## src/hw/ps2_pkg.sv

```systemverilog
package ps2_pkg;

    // One byte as sent on the PS/2 data line, LSB first
    typedef logic [7:0] scan_code_t;

    // Start bit, eight data bits and the parity bit, in arrival order
    typedef logic [9:0] frame_bits_t;

    localparam int FRAME_LEN = 11;      // Start, 8 data, parity, stop

    localparam int SYNC_STAGES = 3;     // Flops on ps2_clk, data uses one less

endpackage

```

## src/hw/key_pkg.sv

```systemverilog
package key_pkg;

    typedef logic [7:0] ascii_t;        // Zero when the code has no character

    localparam int FIFO_DEPTH = 8;      // Must stay a power of two

    typedef logic [$clog2(FIFO_DEPTH)-1:0] fifo_ptr_t;

    // Occupancy count, one bit wider than the pointers so full fits
    typedef logic [$clog2(FIFO_DEPTH):0] fifo_cnt_t;

    // Set-2 prefix bytes
    localparam ps2_pkg::scan_code_t BREAK_PREFIX = 8'hF0;
    localparam ps2_pkg::scan_code_t EXT_PREFIX   = 8'hE0;

endpackage

```

## src/hw/ps2_frame_rx.sv

```systemverilog
`timescale 1ns/1ps

module ps2_frame_rx (
    input  logic                clk,
    input  logic                reset,
    input  logic                ps2_clk,
    input  logic                ps2_data,
    output logic                code_valid,
    output ps2_pkg::scan_code_t code,
    output logic                frame_error
);

    logic [ps2_pkg::SYNC_STAGES-1:0] clk_sync;    // Oldest sample in the top bit
    logic [ps2_pkg::SYNC_STAGES-2:0] data_sync;
    logic                            fall;
    logic                            data_bit;
    logic                            last_bit;
    logic                            frame_ok;
    logic [3:0]                      bit_cnt;     // Bits seen in the current frame
    ps2_pkg::frame_bits_t            frame;

    always_ff @(posedge clk) begin
        if (reset) begin
            clk_sync  <= '1;                      // Idle bus is high
            data_sync <= '1;
        end else begin
            clk_sync  <= {clk_sync[ps2_pkg::SYNC_STAGES-2:0], ps2_clk};
            data_sync <= {data_sync[ps2_pkg::SYNC_STAGES-3:0], ps2_data};
        end
    end

    assign fall     = clk_sync[ps2_pkg::SYNC_STAGES-1] & ~clk_sync[ps2_pkg::SYNC_STAGES-2];
    assign data_bit = data_sync[ps2_pkg::SYNC_STAGES-2];
    assign last_bit = (bit_cnt == 4'(ps2_pkg::FRAME_LEN - 1));  // Stop bit on the line

    // Start low, stop high, data plus parity odd
    assign frame_ok = ~frame[0] & data_bit & (^frame[$bits(frame)-1:1]);

    always_ff @(posedge clk) begin
        if (reset) begin
            bit_cnt     <= '0;
            code_valid  <= 1'b0;
            frame_error <= 1'b0;
        end else begin
            code_valid  <= 1'b0;                  // Strobes last one cycle
            frame_error <= 1'b0;
            if (fall) begin
                if (last_bit) begin
                    bit_cnt     <= '0;            // Next frame starts fresh
                    code_valid  <= frame_ok;
                    frame_error <= ~frame_ok;
                end else begin
                    bit_cnt <= bit_cnt + 4'd1;
                end
            end
        end
    end

    always_ff @(posedge clk) begin
        if (fall) begin
            if (last_bit) begin
                code <= frame[8:1];               // Data byte sits between start and parity
            end else begin
                frame <= {data_bit, frame[$bits(frame)-1:1]};  // LSB first, shift right
            end
        end
    end

endmodule

```

## src/hw/scan_fifo.sv

```systemverilog
`timescale 1ns/1ps

module scan_fifo (
    input  logic                clk,
    input  logic                reset,
    input  logic                push,
    input  ps2_pkg::scan_code_t push_code,
    input  logic                fifo_ready,
    output logic                fifo_valid,
    output ps2_pkg::scan_code_t fifo_code,
    output logic                overflow
);

    ps2_pkg::scan_code_t mem [key_pkg::FIFO_DEPTH];
    key_pkg::fifo_ptr_t  wr_ptr;
    key_pkg::fifo_ptr_t  rd_ptr;
    key_pkg::fifo_cnt_t  count;
    logic                full;
    logic                do_push;
    logic                do_pop;

    assign full       = (count == key_pkg::fifo_cnt_t'(key_pkg::FIFO_DEPTH));
    assign fifo_valid = (count != '0);
    assign fifo_code  = mem[rd_ptr];              // Head entry, stable until popped

    assign do_push = push & ~full;                // Keyboard cannot wait, so drop
    assign do_pop  = fifo_valid & fifo_ready;

    always_ff @(posedge clk) begin
        if (reset) begin
            wr_ptr   <= '0;
            rd_ptr   <= '0;
            count    <= '0;
            overflow <= 1'b0;
        end else begin
            if (do_push) begin
                wr_ptr <= wr_ptr + 1'b1;          // Wraps at the depth
            end
            if (do_pop) begin
                rd_ptr <= rd_ptr + 1'b1;
            end
            case ({do_push, do_pop})
                2'b10:   count <= count + 1'b1;
                2'b01:   count <= count - 1'b1;
                default: count <= count;          // Both or neither
            endcase
            if (push && full) begin
                overflow <= 1'b1;                 // Held until reset
            end
        end
    end

    always_ff @(posedge clk) begin
        if (do_push) begin
            mem[wr_ptr] <= push_code;
        end
    end

endmodule

```

## src/hw/scan_decoder.sv

```systemverilog
`timescale 1ns/1ps

module scan_decoder (
    input  logic                clk,
    input  logic                reset,
    input  logic                fifo_valid,
    input  ps2_pkg::scan_code_t fifo_code,
    input  logic                key_ready,
    output logic                fifo_ready,
    output logic                key_valid,
    output ps2_pkg::scan_code_t key_code,
    output key_pkg::ascii_t     key_ascii,
    output logic                key_release,
    output logic                key_extended
);

    typedef enum logic [1:0] {
        ST_IDLE,                                  // No prefix pending
        ST_PREFIX,                                // F0 and/or E0 seen
        ST_HOLD                                   // Event waiting for key_ready
    } dec_state_t;

    dec_state_t state;
    logic       pend_break;
    logic       pend_ext;
    logic       take;
    logic       is_break;
    logic       is_ext;

    // Set-2 make codes for letters and digits
    function automatic key_pkg::ascii_t ascii_of(input ps2_pkg::scan_code_t sc);
        key_pkg::ascii_t a;
        case (sc)
            8'h1C:   a = 8'h41;                   // A
            8'h32:   a = 8'h42;
            8'h21:   a = 8'h43;
            8'h23:   a = 8'h44;
            8'h24:   a = 8'h45;
            8'h2B:   a = 8'h46;
            8'h34:   a = 8'h47;
            8'h33:   a = 8'h48;
            8'h43:   a = 8'h49;
            8'h3B:   a = 8'h4A;
            8'h42:   a = 8'h4B;
            8'h4B:   a = 8'h4C;
            8'h3A:   a = 8'h4D;
            8'h31:   a = 8'h4E;
            8'h44:   a = 8'h4F;
            8'h4D:   a = 8'h50;
            8'h15:   a = 8'h51;
            8'h2D:   a = 8'h52;
            8'h1B:   a = 8'h53;
            8'h2C:   a = 8'h54;
            8'h3C:   a = 8'h55;
            8'h2A:   a = 8'h56;
            8'h1D:   a = 8'h57;
            8'h22:   a = 8'h58;
            8'h35:   a = 8'h59;
            8'h1A:   a = 8'h5A;                   // Z
            8'h45:   a = 8'h30;                   // 0
            8'h16:   a = 8'h31;
            8'h1E:   a = 8'h32;
            8'h26:   a = 8'h33;
            8'h25:   a = 8'h34;
            8'h2E:   a = 8'h35;
            8'h36:   a = 8'h36;
            8'h3D:   a = 8'h37;
            8'h3E:   a = 8'h38;
            8'h46:   a = 8'h39;                   // 9
            default: a = 8'h00;
        endcase
        return a;
    endfunction

    assign fifo_ready = (state != ST_HOLD);       // Stalls while an event waits
    assign key_valid  = (state == ST_HOLD);
    assign take       = fifo_valid & fifo_ready;
    assign is_break   = (fifo_code == key_pkg::BREAK_PREFIX);
    assign is_ext     = (fifo_code == key_pkg::EXT_PREFIX);

    always_ff @(posedge clk) begin
        if (reset) begin
            state      <= ST_IDLE;
            pend_break <= 1'b0;
            pend_ext   <= 1'b0;
        end else begin
            case (state)
                ST_IDLE, ST_PREFIX: begin
                    if (take) begin
                        if (is_break) begin
                            pend_break <= 1'b1;
                            state      <= ST_PREFIX;
                        end else if (is_ext) begin
                            pend_ext <= 1'b1;
                            state    <= ST_PREFIX;
                        end else begin
                            pend_break <= 1'b0;   // Flags now live in the event
                            pend_ext   <= 1'b0;
                            state      <= ST_HOLD;
                        end
                    end
                end
                ST_HOLD: begin
                    if (key_ready) begin
                        state <= ST_IDLE;
                    end
                end
                default: state <= ST_IDLE;
            endcase
        end
    end

    always_ff @(posedge clk) begin
        if (take && !is_break && !is_ext) begin
            key_code     <= fifo_code;
            key_ascii    <= pend_ext ? '0 : ascii_of(fifo_code);  // No text for E0 keys
            key_release  <= pend_break;
            key_extended <= pend_ext;
        end
    end

endmodule

```

## src/hw/ps2_keyboard_top.sv

```systemverilog
`timescale 1ns/1ps

module ps2_keyboard_top (
    input  logic                clk,
    input  logic                reset,
    input  logic                ps2_clk,
    input  logic                ps2_data,
    input  logic                key_ready,
    output logic                key_valid,
    output ps2_pkg::scan_code_t key_code,
    output key_pkg::ascii_t     key_ascii,
    output logic                key_release,
    output logic                key_extended,
    output logic                overflow,
    output logic                frame_error
);

    logic                rx_valid;
    ps2_pkg::scan_code_t rx_code;
    logic                rx_error;                // One-cycle bad frame strobe
    logic                fifo_valid;
    logic                fifo_ready;
    ps2_pkg::scan_code_t fifo_code;

    ps2_frame_rx u_rx (
        .clk         (clk),
        .reset       (reset),
        .ps2_clk     (ps2_clk),
        .ps2_data    (ps2_data),
        .code_valid  (rx_valid),
        .code        (rx_code),
        .frame_error (rx_error)
    );

    scan_fifo u_fifo (
        .clk        (clk),
        .reset      (reset),
        .push       (rx_valid),
        .push_code  (rx_code),
        .fifo_ready (fifo_ready),
        .fifo_valid (fifo_valid),
        .fifo_code  (fifo_code),
        .overflow   (overflow)
    );

    scan_decoder u_dec (
        .clk          (clk),
        .reset        (reset),
        .fifo_valid   (fifo_valid),
        .fifo_code    (fifo_code),
        .key_ready    (key_ready),
        .fifo_ready   (fifo_ready),
        .key_valid    (key_valid),
        .key_code     (key_code),
        .key_ascii    (key_ascii),
        .key_release  (key_release),
        .key_extended (key_extended)
    );

    always_ff @(posedge clk) begin
        if (reset) begin
            frame_error <= 1'b0;
        end else if (rx_error) begin
            frame_error <= 1'b1;                  // Sticky until reset
        end
    end

endmodule

```

## config.mk

```make
export PLATFORM = sky130hd
export DESIGN_NAME = ps2_keyboard_top
export DESIGN_NICKNAME = d
export VERILOG_FILES = /design/src/hw/ps2_pkg.sv /design/src/hw/key_pkg.sv /design/src/hw/ps2_frame_rx.sv /design/src/hw/scan_fifo.sv /design/src/hw/scan_decoder.sv /design/src/hw/ps2_keyboard_top.sv
export SDC_FILE = /design/constraint.sdc
export NUM_CORES = 1
export LEC_CHECK = 0
export BUFFER_PORTS_ARGS = -buffer_cell sky130_fd_sc_hd__buf_4
export CAP_MARGIN = 20
export CORE_AREA = 10 10 111 113
export CTS_BUF_LIST = sky130_fd_sc_hd__clkbuf_8
export DETAILED_ROUTE_END_ITERATION = 7
export DIE_AREA = 0 0 121 123
export GPL_TIMING_DRIVEN = 0
export MAX_ROUTING_LAYER = met4
export PLACE_DENSITY = 0.81
export SLEW_MARGIN = 40
export SYNTH_ARGS = -nofsm -noshare
export SYNTH_HDL_FRONTEND = slang
export SYNTH_SLANG_ARGS = --single-unit
```

## constraint.sdc

```tcl
create_clock -name clk -period 3.5 [get_ports clk]
set_input_delay 0.175 -clock clk [delete_from_list [all_inputs] [get_ports clk]]
set_output_delay 0.175 -clock clk [all_outputs]
set_load 0.01 [all_outputs]
```

==> flow_metrics.py, run 1 <==
metrics = {
    "die": {
        "rows": 37,
        "die_w_um": 121,
        "start_util_pct": 55.9,
        "die_y_um": 123,
        "pin_count": 26,
        "core-area_um2": 10100,
        "die_area_um2": 14900,
    },
    "synth": {
        "syn_area_per_cell_um2": 13.9,
        "ys_seq_area_share_pct": 63.1,
        "ys_types": 58,
        "yosys.area.top_type_share_pct": 52.5,
        "syn_inst": 408,
        "synthArstFlopShare_pct": 0,
        "syn_area_um2": 5670,
        "yosysTopAreaCell": "edfxtp_1",
        "synth_edf_count": 99,
        "ys_ff_latch": 129,
        "synth_area_leaders": "edfxtp_1, dfxtp_1, mux4_2, ha_1, nor2_1",
        "yosysWarnings": 0,
        "syn-num-nets": 426,
        "yosys_most_used_dff": "edfxtp_1",
    },
    "route": {
        "ant_nets": 0,
        "num_vias": 3482,
        "detail_route.wl_per_cell_um": 18.5,
        "avgViaCountPerCell": 5.76,
        "drc": 0,
        "drt-initial-drc-count": 281,
        "wirelength_um": 11200,
        "first_pass_iters": 5,
    },
    "cts": {
        "cts_buffer_depth": 2,
        "cts_setup_buffers": 0,
        "cts_buffers": 17,
        "clk_pin_slew_worst_paths_ns": 0.07,
        "cts.sinks": 129,
        "cts-root-buf": "clkbuf_8",
        "htreeDepth": 4,
        "cts_tree": "yes",
        "clkLatencyLatePin_ns": 0.43,
    },
    "power_and_ir_drop": {
        "leakage_nw": 2.22,
        "power_density_nw_per_um2": 761,
        "irDropWorstVdd_mv": 0.386,
    },
    "worst_setup_path": {
        "cp_slowest_cell": "mux2i_1",
        "path_class": "reg -> reg",
        "startpoint_type": "register",
        "worstPathArrival_ns": 3.32,
        "rrSetupSlack_ns": 0.31,
        "endpoint_kind": "register",
        "critical_path.most_common_cell": "buf_4",
        "slowest_delay_ns": 0.63,
        "worstPathRequired_ns": 3.63,
        "cp_cell_sequence": "buf_4, mux4_2, mux2i_1, nor2_1, and4_1, nor3_2, buf_4, buf_2",
        "cp_max_fo": 10,
        "rr_endpoint": "u_dec.key_code[6]",
        "r2r_cells": 8,
    },
    "place": {
        "dp_hpwl_um": 7500,
        "io_buffers": 23,
        "gp_congestion": 0.917,
        "placedInstanceArea_um2": 6060,
    },
    "grt": {
        "grt_util_all_layers_pct": 16.5,
        "overflow": 0,
        "grt_pass1_vias": 3566,
        "antenna_found_initial": 0,
        "grt_max_degree": 17,
        "grt_pass1_wl_um": 18500,
    },
    "hold_path": {
        "hold_class": "in -> reg",
        "hold_path_depth": 4,
        "min_from": "key_ready",
        "hold-path-endpoint": "u_dec.state[1]",
    },
    "timing": {
        "hold_violations": 0,
        "fin_crit_ns": 3.19,
        "timing.fmax_ghz": 0.314,
        "worst_slew_pin_slew_ns": 0.826,
        "slew_headroom_pct": 44.7,
        "finalSetupViolCount": 0,
        "fin_skew_ns": 0.0106,
        "period_share_pct": 91.1,
        "fin_hold_ws_ns": 0.122,
        "rsz0062_at_grt": "false",
        "slew_violations": 0,
    },
    "cells_and_area": {
        "final_cell_mix": "edfxtp_1, nor2_1, dfxtp_1",
        "final_common_cell": "edfxtp_1",
        "fillers": 726,
        "multi_input_area_um2": 1980,
        "fin_nets": 474,
        "layout-drive-gt1-share_pct": 23.5,
        "diodes": 0,
        "regArea_um2": 3570,
        "areaGrowthSynthToFinish_pct": 14.4,
        "postLayoutCellArea_um2": 6480,
    },
    "outcome": {
        "status": "finished clean",
    },
    "run": {
        "drv_cap": 0,
    },
}
## metal layers
metal  GRT usage, %  up-vias  wire length [um]
li1               -     1634                 -
met2           26.2      118              5680
met5              -        -                 0
met4           8.90        0               369
met3           4.74       38               590
met1           18.5     1692              4580
## metrics by stage
step / worst slack [ns] / util (%) / total power [W] / cells / setup TNS [ns]
floorplan: 0.0911 / - / 0.00322 / 408 / 0
global placement: -0.761 / 59.3 / 0.00366 / 567 / -12.91
detailed placement: 0.135 / 59.8 / 0.00371 / 571 / 0
CTS: 0.115 / 63.8 / 0.00495 / 605 / 0
global route: 0.0782 / 64.0 / 0.00523 / 605 / 0
finish: 0.313 / 64.0 / 0.00494 / 605 / 0
## worst max path at each step
stage                              end
finish               u_dec.key_code[6]
global route         u_dec.key_code[0]
CTS                 u_dec.key_ascii[0]
detailed placement  u_dec.key_ascii[0]
global placement     u_dec.key_code[1]
floorplan           u_dec.key_ascii[0]
## kinds of logic (layout without fill, tap and decap cells)
| logic type | after synthesis | in the layout | synth area share, % |
|---|---|---|---|
| compound gates | 59 | 59 | 6.96 |
| xor+xnor | 19 | 19 | 2.94 |
| fa+ha+maj | 13 | 13 | 2.87 |
| buf+inv | 30 | 91 | 2.89 |
| flops | 129 | 129 | 63.1 |
| mux | 35 | 35 | 10.6 |
| other cells | 1 | 1 | 0.0662 |
| simple gates | 122 | 122 | 10.6 |
## timing repair
| action | in CTS | in global routing |
|---|---|---|
| gates resized for setup | 0 | 1 |
| hold endpoints to repair | 2 | 0 |
| hold buffers | 2 | 0 |
| endpoints found under the setup margin | 0 | 9 |
## where the power goes
| group | switching [W] | leakage, nW | internal [W] |
|---|---|---|---|
| Clock | 0.000544 | 0.190 | 0.000683 |
| Sequential | 0.0000712 | 1.15 | 0.00184 |
| Combinational | 0.00105 | 0.880 | 0.000752 |
## state kept, by name (all words and copies together), names as in the netlist, 2 cells and up, named ones only
signal	flops
u_dec.key_ascii	7
u_dec.key_code	8
u_dec.state	2
u_fifo.count	4
u_fifo.mem	64
u_fifo.rd_ptr	3
u_fifo.wr_ptr	3
u_rx.bit_cnt	4
u_rx.clk_sync	3
u_rx.code	8
u_rx.data_sync	2
u_rx.frame	10
## final cells by class
class / instances / area share, %
repair buffers: 29 / 3.32
flip-flops and latches: 129 / 55.1
well taps: 136 / 2.62
clock buffers: 17 / 3.61
clock inverters: 15 / 2.32
inverters: 10 / 0.579
multi-input cells: 249 / 30.5
plain buffers: 20 / 1.95
## cells in the mapped netlist, types with 2 or more instances
library cell and count:
edfxtp_1 99, nor2_1 33, dfxtp_1 30, nand2_1 26, nor3_1 17, mux4_2 16
o21ai_0 14, a21oi_1 13, ha_1 13, mux2i_1 12, xnor2_1 12, clkbuf_1 10
nand3_1 10, inv_1 7, xor2_1 7, a31oi_1 6, nor2b_1 5, or2_2 5
buf_2 4, nand2b_1 4, o211ai_1 4, a211oi_1 3, and2_1 3, buf_6 3
inv_2 3, mux2i_4 3, nor3b_1 3, nor4_1 3, o22ai_1 3, a21o_1 2
a32oi_1 2, and3_1 2, buf_4 2, mux2_2 2, nand3b_1 2, nand4_1 2
o32ai_1 2
## worst max-delay path: cells and delay by family, from the launching register on
family / cells / cell delay, ns
and+or+nand+nor: 3 / 0.60
muxes: 2 / 1.15
DFF: 1 / 0.40
buffers and inverters: 3 / 0.74
(Power assumes the default switching activity.)
==> run 2, diff against run 1 <==
Settings changed: RECOVER_POWER from default to 50.
==> flow_metrics.py, run 2 (synthesis gave the netlist of run 1 again) <==
metrics = {
    "outcome": {
        "status": "finished clean",
    },
    "timing": {
        "timing.fmax_ghz": 0.314,
        "slew_headroom_pct": 43.7,
        "fin_hold_ws_ns": 0.123,
        "rsz0062_at_grt": "false",
        "worst_slew_pin_slew_ns": 0.841,
        "finalSetupViolCount": 0,
        "worst_slack_ns": 0.316,
        "slew_violations": 0,
        "hold_violations": 0,
        "period_share_pct": 91.0,
        "fin_skew_ns": 0.0120,
        "fin_crit_ns": 3.18,
    },
    "worst_setup_path": {
        "cp_max_fo": 10,
        "critical_path.most_common_cell": "buf_4",
        "worstPathRequired_ns": 3.63,
        "cp_slowest_cell": "mux2i_1",
        "slowest_delay_ns": 0.63,
        "critPathTopFamily": "multiplexers",
        "cp_cell_sequence": "buf_4, mux4_2, mux2i_1, nor2_1, and4_1, nor3_2, buf_4, buf_2",
        "crit_buf_inv": 3,
        "rrSetupSlack_ns": 0.32,
        "startpoint_type": "register",
        "path_class": "reg -> reg",
        "endpoint_kind": "register",
        "worstPathArrival_ns": 3.31,
    },
    "grt": {
        "grt_pass1_vias": 3566,
        "antenna_found_initial": 0,
        "grt_max_degree": 17,
        "overflow": 0,
        "grt_util_all_layers_pct": 16.5,
        "grt_pass1_wl_um": 18500,
    },
    "cts": {
        "cts-root-buf": "clkbuf_8",
        "cts_tree": "yes",
        "htreeDepth": 4,
        "cts.sinks": 129,
        "clk_pin_slew_worst_paths_ns": 0.07,
        "cts_buffer_depth": 2,
        "clkLatencyLatePin_ns": 0.43,
        "cts_buffers": 17,
        "cts_setup_buffers": 0,
    },
    "hold_path": {
        "min_from": "key_ready",
        "hold_class": "in -> reg",
    },
    "power_and_ir_drop": {
        "leakage_nw": 2.14,
        "internal-power_w": 0.00321,
        "seqPwrFrac_pct": 39.2,
        "pwr-share-clk_pct": 25.2,
        "pwr-share-comb_pct": 35.6,
        "switchingPower_w": 0.00166,
        "sw_frac_of_total_pct": 34.1,
        "irDropWorstVdd_mv": 0.385,
        "power_density_nw_per_um2": 760,
    },
    "die": {
        "start_util_pct": 55.9,
        "rows": 37,
        "pin_count": 26,
        "core-area_um2": 10100,
        "die_y_um": 123,
        "die_w_um": 121,
        "die_area_um2": 14900,
    },
    "cells_and_area": {
        "final_common_cell": "edfxtp_1",
        "fin_nets": 474,
        "layout-drive-gt1-share_pct": 19.0,
        "regMostFlops": "u_fifo.mem",
        "final_cell_mix": "edfxtp_1, nor2_1, clkbuf_1, dfxtp_1, nand2_1",
        "reg.largest.list": "u_fifo.mem x64, u_rx.frame x10",
        "areaGrowthSynthToFinish_pct": 13.1,
        "layout.cells.non_filler": 605,
        "diodes": 0,
        "largest_register_ffs": 64,
    },
    "route": {
        "avgViaCountPerCell": 5.67,
        "first_pass_iters": 5,
        "ant_nets": 0,
        "drt-initial-drc-count": 284,
        "detail_route.wl_per_cell_um": 18.5,
        "wirelength_um": 11200,
        "drc": 0,
        "num_vias": 3433,
    },
    "run": {
        "drv_cap": 0,
    },
    "place": {
        "dp_hpwl_um": 7500,
        "io_buffers": 23,
        "dpl_worst_slack_ns": 0.135,
        "gp_congestion": 0.917,
        "dp.cells": 571,
    },
}
## run 2: final timing paths
check,end,cells after the start
worst min-delay path,u_dec.state[1],4
worst max-delay path,u_dec.key_code[6],8
worst min register to register,u_rx.data_sync[1],1
worst max register to register,u_dec.key_code[6],8
## run 2: timing repair
item | 4_1_cts | 5_1_grt
gates resized for setup | 0 | 1
hold buffers | 2 | 0
hold endpoints to repair | 2 | 0
endpoints found under the setup margin | 0 | 9
## run 2: cell type report
class                           instances  area, um^2
Inverter                               10        37.5
Tap cell                              136         170
Buffer                                 20         126
Clock inverter                         15         150
Sequential cell                       129        3570
Fill cell                             748        3730
Clock buffer                           17         234
Multi-Input combinational cell        249        1970
Timing Repair Buffer                   29         140
## run 2: layer usage
| metal | part of all wire, % | up-vias | wire length (um) | track usage [%] |
|---|---|---|---|---|
| li1 | - | 1632 | - | - |
| met1 | 40 | 1650 | 4490 | 18.5 |
| met2 | 51 | 125 | 5720 | 26.2 |
| met3 | 6.0 | 26 | 671 | 4.74 |
| met4 | 2.5 | 0 | 283 | 8.90 |
| met5 | 0 | - | 0 | - |
## run 2: worst register-to-register path: cells and delay by family (launching register included)
kind | cells | cell delay, ns
buf+inv | 3 | 0.74
flops | 1 | 0.40
mux | 2 | 1.16
simple gates | 3 | 0.60
## run 2: stage by stage
stage	cell area (um^2)	util, %	total power, W	TNS, ns
floorplan	5670	-	0.00322	0
global placement	6010	59.3	0.00366	-12.91
detailed placement	6060	59.8	0.00371	0
CTS	6470	63.8	0.00495	0
global route	6410	63.2	0.00516	0
finish	6410	63.2	0.00487	0
## run 2: power groups by stage
stage,Sequential (W),Clock [W],Combinational [W]
finish,0.00191,0.00123,0.00173
global route,0.00193,0.00132,0.00192
CTS,0.00191,0.00125,0.00179
detailed placement,0.00194,0,0.00177
global placement,0.00195,0,0.00172
floorplan,0.00198,0,0.00123
